===== src/source/ahb_decode_pkg.sv =====
// Shared types for the AHB matrix decode stage
// Widths, region table, port codes, response structs, default slave states

`default_nettype none

package ahb_decode_pkg;

    //----------------------------------------------------------------------
    // Bus field widths
    //----------------------------------------------------------------------
    typedef logic [21:0] decode_addr_t;   // HADDR[31:10] as seen by the decoder
    typedef logic [1:0]  htrans_t;        // HTRANS encoding
    typedef logic [1:0]  hresp_t;         // HRESP encoding
    typedef logic [31:0] data_t;          // Read data and user read data
    typedef logic [2:0]  port_id_t;       // Output port code (5 selects default slave)

    // Transfer types
    localparam htrans_t HTRANS_IDLE   = 2'b00;
    localparam htrans_t HTRANS_BUSY   = 2'b01;
    localparam htrans_t HTRANS_NONSEQ = 2'b10;
    localparam htrans_t HTRANS_SEQ    = 2'b11;

    // Slave responses
    localparam hresp_t HRESP_OKAY  = 2'b00;
    localparam hresp_t HRESP_ERROR = 2'b01;

    //----------------------------------------------------------------------
    // Port map and decode regions
    //----------------------------------------------------------------------
    localparam int       NUM_PORTS    = 5;      // MI1 to MI5
    localparam port_id_t PORT_DEFAULT = 3'd5;   // Local default slave

    // Region bounds in 1 KB units, MI1 first
    localparam decode_addr_t REGION_BASE [NUM_PORTS] = '{
        22'h040000,   // MI1 0x1000_0000
        22'h080000,   // MI2 0x2000_0000
        22'h0C0000,   // MI3 0x3000_0000
        22'h100000,   // MI4 0x4000_0000
        22'h140000    // MI5 0x5000_0000
    };

    // Inclusive upper bounds
    localparam decode_addr_t REGION_LIMIT [NUM_PORTS] = '{
        22'h04003F,   // MI1 64 KB
        22'h08003F,   // MI2 64 KB
        22'h0FFFFF,   // MI3 256 MB
        22'h10003F,   // MI4 64 KB
        22'h17FFFF    // MI5 256 MB
    };

    //----------------------------------------------------------------------
    // Return path from the output stages
    //----------------------------------------------------------------------
    typedef struct packed {
        logic   active;     // Output stage busy with this input
        logic   readyout;   // HREADYOUT
        hresp_t resp;       // HRESP
        data_t  rdata;      // HRDATA
        data_t  ruser;      // HRUSER
    } mi_resp_t;            // 68 bits

    typedef mi_resp_t [NUM_PORTS-1:0] mi_resp_array_t;   // Index 0 is MI1
    typedef logic [NUM_PORTS-1:0]     port_sel_t;        // One HSEL per port

    // Default slave FSM
    typedef enum logic [1:0] {
        DFT_IDLE,   // OKAY with no wait
        DFT_ERR1,   // Error wait state
        DFT_ERR2    // Error completes
    } dft_state_t;

endpackage

`default_nettype wire


===== src/source/addr_region_decoder.sv =====
// Address phase decoder
// Region compare with idle hold, HSEL generation and active flag select

`timescale 1ns/1ps
`default_nettype none

module addr_region_decoder (
    input  wire                                 sel_dec,          // HSEL from input stage
    input  wire ahb_decode_pkg::decode_addr_t   decode_addr_dec,  // HADDR[31:10]
    input  wire ahb_decode_pkg::htrans_t        trans_dec,        // HTRANS from input stage
    input  wire ahb_decode_pkg::port_id_t       data_port,        // Owner of data phase
    input  wire ahb_decode_pkg::mi_resp_array_t mi_resp,          // Output stage returns
    output ahb_decode_pkg::port_id_t            addr_port,        // Port for this address
    output ahb_decode_pkg::port_sel_t           sel_mi,           // HSEL per output port
    output logic                                sel_dft_slv,      // HSEL of default slave
    output logic                                active_dec        // Active of addressed port
);

    ahb_decode_pkg::port_sel_t region_hit;    // One bit per matching region
    ahb_decode_pkg::port_id_t  region_port;   // Lowest matching port
    logic                      hold_idle;     // Keep IDLE on the data phase owner

    //----------------------------------------------------------------------
    // Region compare
    //----------------------------------------------------------------------
    always_comb
    begin
        for (int i = 0; i < ahb_decode_pkg::NUM_PORTS; i++)
        begin
            region_hit[i] = (decode_addr_dec >= ahb_decode_pkg::REGION_BASE[i]) &&
                            (decode_addr_dec <= ahb_decode_pkg::REGION_LIMIT[i]);
        end
    end

    // Priority to the lowest numbered port
    always_comb
    begin
        region_port = ahb_decode_pkg::PORT_DEFAULT;   // Unmapped space
        for (int i = ahb_decode_pkg::NUM_PORTS - 1; i >= 0; i--)
        begin
            if (region_hit[i])
            begin
                region_port = ahb_decode_pkg::port_id_t'(i);   // Lower index overwrites
            end
        end
    end

    // An IDLE transfer stays on the port that owns the data phase.
    // This avoids a spurious switch of the output stage between bursts.
    assign hold_idle = (trans_dec == ahb_decode_pkg::HTRANS_IDLE) &&
                       (data_port != ahb_decode_pkg::PORT_DEFAULT);

    assign addr_port = hold_idle ? data_port : region_port;

    //----------------------------------------------------------------------
    // Select generation
    //----------------------------------------------------------------------
    always_comb
    begin
        for (int i = 0; i < ahb_decode_pkg::NUM_PORTS; i++)
        begin
            sel_mi[i] = sel_dec && (addr_port == ahb_decode_pkg::port_id_t'(i));
        end
    end

    // Default slave select
    assign sel_dft_slv = sel_dec && (addr_port == ahb_decode_pkg::PORT_DEFAULT);

    // Active flag of the addressed output stage
    always_comb
    begin
        active_dec = 1'b1;   // Default slave always active
        for (int i = 0; i < ahb_decode_pkg::NUM_PORTS; i++)
        begin
            if (addr_port == ahb_decode_pkg::port_id_t'(i))
            begin
                active_dec = mi_resp[i].active;
            end
        end
    end

endmodule

`default_nettype wire


===== src/source/data_phase_mux.sv =====
// Data phase port register and response multiplexer
// Returns ready, response and read data of the port owning the data phase

`timescale 1ns/1ps
`default_nettype none

module data_phase_mux (
    input  wire                                 HCLK,           // AHB clock
    input  wire                                 HRESETn,        // Sync reset, active low
    input  wire                                 HREADYS,        // Address phase ends
    input  wire ahb_decode_pkg::port_id_t       addr_port,      // Port of current address
    input  wire ahb_decode_pkg::mi_resp_array_t mi_resp,        // Output stage returns
    input  wire                                 dft_readyout,   // Default slave HREADYOUT
    input  wire ahb_decode_pkg::hresp_t         dft_resp,       // Default slave HRESP
    output ahb_decode_pkg::port_id_t            data_port,      // Owner of data phase
    output logic                                HREADYOUTS,     // Ready back to input stage
    output ahb_decode_pkg::hresp_t              HRESPS,         // Response back
    output ahb_decode_pkg::data_t               HRDATAS,        // Read data back
    output ahb_decode_pkg::data_t               HRUSERS         // User read data back
);

    //----------------------------------------------------------------------
    // Data phase owner
    //----------------------------------------------------------------------
    // HREADYS is used here and not HREADYOUTS. The input stage can end an
    // address phase from its holding register while this port still stalls.
    always_ff @(posedge HCLK)
    begin
        if (!HRESETn)
        begin
            data_port <= ahb_decode_pkg::PORT_DEFAULT;   // Idle default slave
        end
        else if (HREADYS)
        begin
            data_port <= addr_port;   // Address phase accepted
        end
    end

    //----------------------------------------------------------------------
    // Response multiplexer
    //----------------------------------------------------------------------
    always_comb
    begin
        // Default slave returns no data
        HREADYOUTS = dft_readyout;
        HRESPS     = dft_resp;
        HRDATAS    = '0;
        HRUSERS    = '0;

        for (int i = 0; i < ahb_decode_pkg::NUM_PORTS; i++)
        begin
            if (data_port == ahb_decode_pkg::port_id_t'(i))
            begin
                HREADYOUTS = mi_resp[i].readyout;
                HRESPS     = mi_resp[i].resp;
                HRDATAS    = mi_resp[i].rdata;
                HRUSERS    = mi_resp[i].ruser;
            end
        end
    end

endmodule

`default_nettype wire


===== src/source/default_slave.sv =====
// AHB default slave for unmapped addresses
// Two-cycle ERROR for active transfers, OKAY for IDLE and BUSY

`timescale 1ns/1ps
`default_nettype none

module default_slave (
    input  wire                           HCLK,           // AHB clock
    input  wire                           HRESETn,        // Sync reset, active low
    input  wire                           sel_dft_slv,    // Selected by the decoder
    input  wire ahb_decode_pkg::htrans_t  trans_dec,      // HTRANS
    input  wire                           HREADYS,        // Address phase ends
    output logic                          dft_readyout,   // HREADYOUT
    output ahb_decode_pkg::hresp_t        dft_resp        // HRESP
);

    ahb_decode_pkg::dft_state_t state;       // Current response phase
    ahb_decode_pkg::dft_state_t state_nxt;
    logic                       err_req;     // Active transfer to unmapped space

    //----------------------------------------------------------------------
    // Transfer qualification
    //----------------------------------------------------------------------
    always_comb
    begin
        case (trans_dec)
            ahb_decode_pkg::HTRANS_NONSEQ,
            ahb_decode_pkg::HTRANS_SEQ:
                err_req = sel_dft_slv;
            default:
                err_req = 1'b0;   // IDLE and BUSY need no error
        endcase
    end

    //----------------------------------------------------------------------
    // Next state
    //----------------------------------------------------------------------
    always_comb
    begin
        state_nxt = state;
        case (state)
            ahb_decode_pkg::DFT_ERR1:
                state_nxt = ahb_decode_pkg::DFT_ERR2;   // Wait state always ends
            default:
            begin
                // IDLE or ERR2 completes a data phase here
                if (HREADYS)
                begin
                    if (err_req)
                        state_nxt = ahb_decode_pkg::DFT_ERR1;
                    else
                        state_nxt = ahb_decode_pkg::DFT_IDLE;
                end
            end
        endcase
    end

    always_ff @(posedge HCLK)
    begin
        if (!HRESETn)
            state <= ahb_decode_pkg::DFT_IDLE;
        else
            state <= state_nxt;
    end

    // Outputs straight from state
    assign dft_readyout = (state != ahb_decode_pkg::DFT_ERR1);   // Low only in wait
    assign dft_resp     = (state == ahb_decode_pkg::DFT_IDLE) ? ahb_decode_pkg::HRESP_OKAY
                                                              : ahb_decode_pkg::HRESP_ERROR;

endmodule

`default_nettype wire


===== src/source/matrix_decode_stage.sv =====
// Bus matrix decode stage for one slave side input
// Address decoder, default slave and data phase response multiplexer

`timescale 1ns/1ps
`default_nettype none

module matrix_decode_stage (
    // Common AHB
    input  wire                                 HCLK,             // AHB clock
    input  wire                                 HRESETn,          // Sync reset, active low

    // From the input stage
    input  wire                                 HREADYS,          // Transfer done
    input  wire                                 sel_dec,          // HSEL
    input  wire ahb_decode_pkg::decode_addr_t   decode_addr_dec,  // HADDR[31:10]
    input  wire ahb_decode_pkg::htrans_t        trans_dec,        // HTRANS

    // Output stages
    input  wire ahb_decode_pkg::mi_resp_array_t mi_resp,          // Returns from MI1 to MI5
    output ahb_decode_pkg::port_sel_t           sel_mi,           // HSEL to MI1 to MI5

    // Selected port back to the input stage
    output logic                                active_dec,       // Addressed port active
    output logic                                HREADYOUTS,       // HREADY feedback
    output ahb_decode_pkg::hresp_t              HRESPS,           // Transfer response
    output ahb_decode_pkg::data_t               HRDATAS,          // Read data
    output ahb_decode_pkg::data_t               HRUSERS           // User read data
);

    ahb_decode_pkg::port_id_t addr_port;      // Address phase port
    ahb_decode_pkg::port_id_t data_port;      // Data phase port
    logic                     sel_dft_slv;    // Default slave HSEL
    logic                     dft_readyout;   // Default slave HREADYOUT
    ahb_decode_pkg::hresp_t   dft_resp;       // Default slave HRESP

    //----------------------------------------------------------------------
    // Address phase
    //----------------------------------------------------------------------
    addr_region_decoder u_addr_region_decoder (
        .sel_dec         (sel_dec),
        .decode_addr_dec (decode_addr_dec),
        .trans_dec       (trans_dec),
        .data_port       (data_port),
        .mi_resp         (mi_resp),
        .addr_port       (addr_port),
        .sel_mi          (sel_mi),
        .sel_dft_slv     (sel_dft_slv),
        .active_dec      (active_dec)
    );

    // Unmapped accesses land here
    default_slave u_default_slave (
        .HCLK         (HCLK),
        .HRESETn      (HRESETn),
        .sel_dft_slv  (sel_dft_slv),
        .trans_dec    (trans_dec),
        .HREADYS      (HREADYS),
        .dft_readyout (dft_readyout),
        .dft_resp     (dft_resp)
    );

    //----------------------------------------------------------------------
    // Data phase
    //----------------------------------------------------------------------
    data_phase_mux u_data_phase_mux (
        .HCLK         (HCLK),
        .HRESETn      (HRESETn),
        .HREADYS      (HREADYS),
        .addr_port    (addr_port),
        .mi_resp      (mi_resp),
        .dft_readyout (dft_readyout),
        .dft_resp     (dft_resp),
        .data_port    (data_port),
        .HREADYOUTS   (HREADYOUTS),
        .HRESPS       (HRESPS),
        .HRDATAS      (HRDATAS),
        .HRUSERS      (HRUSERS)
    );

endmodule

`default_nettype wire


===== config.mk =====
export PLATFORM = sky130hd
export DESIGN_NAME = matrix_decode_stage
export DESIGN_NICKNAME = d
export VERILOG_FILES = /design/src/source/ahb_decode_pkg.sv /design/src/source/addr_region_decoder.sv /design/src/source/data_phase_mux.sv /design/src/source/default_slave.sv /design/src/source/matrix_decode_stage.sv
export SDC_FILE = /design/constraint.sdc
export NUM_CORES = 1
export LEC_CHECK = 0
export BUFFER_PORTS_ARGS = -buffer_cell sky130_fd_sc_hd__buf_2
export CORE_AREA = 2 2 172 174
export CTS_BUF_LIST = sky130_fd_sc_hd__clkbuf_4
export CTS_CLUSTER_DIAMETER = 120
export DETAILED_ROUTE_END_ITERATION = 12
export DIE_AREA = 0 0 174 176
export GPL_ROUTABILITY_DRIVEN = 0
export MAX_ROUTING_LAYER = met4
export PLACE_DENSITY = 0.39
export SLEW_MARGIN = 20
export SYNTH_ARGS = -nofsm -noshare
export SYNTH_HDL_FRONTEND = slang
export SYNTH_SLANG_ARGS = --single-unit

===== constraint.sdc =====
create_clock -name HCLK -period 4.8 [get_ports HCLK]
set_clock_uncertainty 0.2 [all_clocks]
set_input_delay 1.44 -clock HCLK [delete_from_list [all_inputs] [get_ports HCLK]]
set_output_delay 1.44 -clock HCLK [all_outputs]
set_load 0.01 [all_outputs]

==> results.json <==
{
  "synthAdderAreaFrac": 0,
  "crit_fanout": 5,
  "antenna_found_initial": 5,
  "syn2layout_area_growth_pct": 89.7,
  "fin_total_pwr_uw": 625,
  "setup_viol": 2,
  "synthArstFlopShare": 0,
  "rows": 62,
  "fmax_ghz": 0.207,
  "finalNetCount": 1156,
  "cts_inserted_buffers": 3,
  "gr-total-overflow": 0,
  "clkSlewWorstSetupHoldPaths_ns": 0.04,
  "grt_max_degree": 69,
  "drt_iter0_drc": 116,
  "root_buffer": "clkbuf_4",
  "synth_top_family_by_area": "multiplexers",
  "hold_violations": 0,
  "dp_hpwl_um": 17500,
  "crit_arrival_ns": 3.18,
  "finish.utilization": 0.202,
  "vdd_drop_max_mv": 0.0366,
  "crit_start": "decode_addr_dec[14]",
  "cts_hold_buf": 0,
  "syn_avg_cell_area_um2": 8.10,
  "drc": 0,
  "final-max-slew-violation-count": 0,
  "min_period_ns": 4.82,
  "wl_met2_um": 10200,
  "crit_required_ns": 3.16,
  "nFillCells": 3306,
  "power.density_nw_per_um2": 108,
  "mostFrequentLayoutCells": "buf_2, nand2_1, mux4_2, nand3_1, buf_4",
  "first_pass_iters": 6,
  "viasPerCell": 4.09,
  "wl_met3_um": 1470,
  "coreArea_um2": 28500,
  "ant_nets": 0,
  "synth_xor_xnor_area_share": 0.00577,
  "post_cts_buffers": 0,
  "drt-met1-wl_um": 8470,
  "ys_seq_area_frac": 0.0329,
  "drive_gt1_frac": 0.681,
  "routedWlPerCell_um": 17.4,
  "path_class": "input pin to output port",
  "top_layer": "met4",
  "p_leak_uw": 0.00310,
  "synth-edff-count": 0,
  "synth.area.mux_share": 0.501,
  "maxCapViolCount": 0,
  "clk_latency_ns": 0.24,
  "outcome": "finished, violations left",
  "die_area_um2": 30600,
  "htreeDepth": 1,
  "finalCritPeriodShare": 1.01,
  "clockBufferDepth": 2,
  "cts_tree": "built",
  "hp-class": "flip-flop to flip-flop",
  "rsz0062_at_grt": "true",
  "chipWidth_um": 174,
  "start_util": 0.106,
  "grt_usage": 0.128,
  "end_kind": "output port",
  "ios": 441,
  "die_h_um": 176,
  "synth_seq_cells": 5,
  "first_global_vias": 5015,
  "cts_sinks": 5,
  "portBuffers": 434,
  "startpoint_type": "input pin",
  "yosysWarnings": 0,
  "ys_types": 43,
  "setup_tns_ns": -0.0364,
  "setup_slack_ns": -0.0246,
  "ys.flop_type": "dfxtp_1",
  "r2r_start": "u_data_phase_mux.data_port[0]",
  "synth-simple-area-share": 0.353,
  "min_from": "u_default_slave.state[0]",
  "synth_fp_nets": 743,
  "wl_um": 20400,
  "final_common_cell": "buf_2",
  "route.vias.total": 4800,
  "dp_slack_ns": -0.0903,
  "violations": "setup timing",
  "synthCells": 375,
  "syn_area_um2": 3040,
  "relSlewSlack": 0.444,
  "grt_pass1_wl_um": 29400,
  "synth_compound_area_frac": 0.0515,
  "tightestPinTransition_ns": 0.833
}
## state kept, by name (all words and copies together) (netlist names)
register and flops:
u_default_slave.state 2, u_data_phase_mux.data_port 3
## metal layers
layer,track usage,vias to the layer above
met2,0.227,282
met4,0.0249,0
met1,0.155,2262
li1,-,2244
met5,-,-
met3,0.0209,12
## power breakdown
part / total [uW] / switching [uW] / leakage [uW] / internal [uW]
Combinational: 509 / 226 / 0.00304 / 283
Clock: 55.0 / 17.9 / 0.0000184 / 37.1
Sequential: 60.5 / 17.0 / 0.0000418 / 43.6
## area by class of cell
cell class / count / area, um^2 / share of cell area
diodes: 3 / 7.51 / 0.00130
multi-input cells: 327 / 2820 / 0.489
inverters: 4 / 15.0 / 0.00260
well taps: 384 / 480 / 0.0834
clock buffers: 4 / 30.0 / 0.00521
repair buffers: 447 / 2300 / 0.399
flip-flops and latches: 5 / 111 / 0.0193
## Yosys cell counts, drive strengths merged (2+ instances only)
library cell | count | area, um^2
a211oi | 2 | 15.0
a21oi | 8 | 43.8
and3 | 2 | 12.5
buf | 17 | 72.6
clkbuf | 22 | 82.6
dfxtp | 5 | 100
inv | 4 | 15.0
mux2i | 2 | 20.0
mux4 | 66 | 1490
nand2 | 134 | 503
nand2b | 3 | 18.8
nand3 | 65 | 325
nand3b | 2 | 15.0
nor2 | 7 | 26.3
nor2b | 3 | 18.8
nor3 | 5 | 35.0
nor4 | 2 | 27.5
o211ai | 3 | 22.5
o21ai | 2 | 10.0
o2bb2ai | 2 | 23.8
or4 | 3 | 30.0
xnor2 | 2 | 17.5
## path summary, 6_finish.rpt
kind                                                  to  slack, ns  cells after the start
worst max-delay path                           sel_mi[1]      -0.02                      7
worst min-delay path            u_default_slave.state[0]       0.29                      2
worst max register to register  u_default_slave.state[0]       2.37                      7
worst min register to register  u_default_slave.state[0]       0.29                      2
## cells by family after synthesis
kind of cell	count (synthesis)
multiplexers	69
flip-flops	5
AND/OR/NAND/NOR	234
XOR/XNOR	2
buffers and inverters	43
AO/OA/AOI/OAI	22
## worst max-delay path: stages
cell and delay, ns:
buf_6 0.09, or4_4 0.56, nor3_4 0.30, a21oi_4 0.13
or3_4 0.40, nor2b_1 0.12, buf_2 0.14
## metrics by stage
step	std cells	hold WS [ns]	area, um^2
3_3_place_gp	1167	0.281	5680
4_1_cts	1171	0.294	5730
3_5_place_dp	1167	0.285	5680
2_1_floorplan	375	0.267	3040
5_1_grt	1174	0.328	5760
6_report	1174	0.291	5760
## what timing repair did
| action | in CTS | in global routing |
|---|---|---|
| endpoints found under the hold margin | 0 | 0 |
| pin swaps | 0 | 2 |
| resized for setup | 4 | 5 |
| endpoints found under the setup margin | 5 | 5 |
No activity file was read; power rests on OpenSTA's default activity.
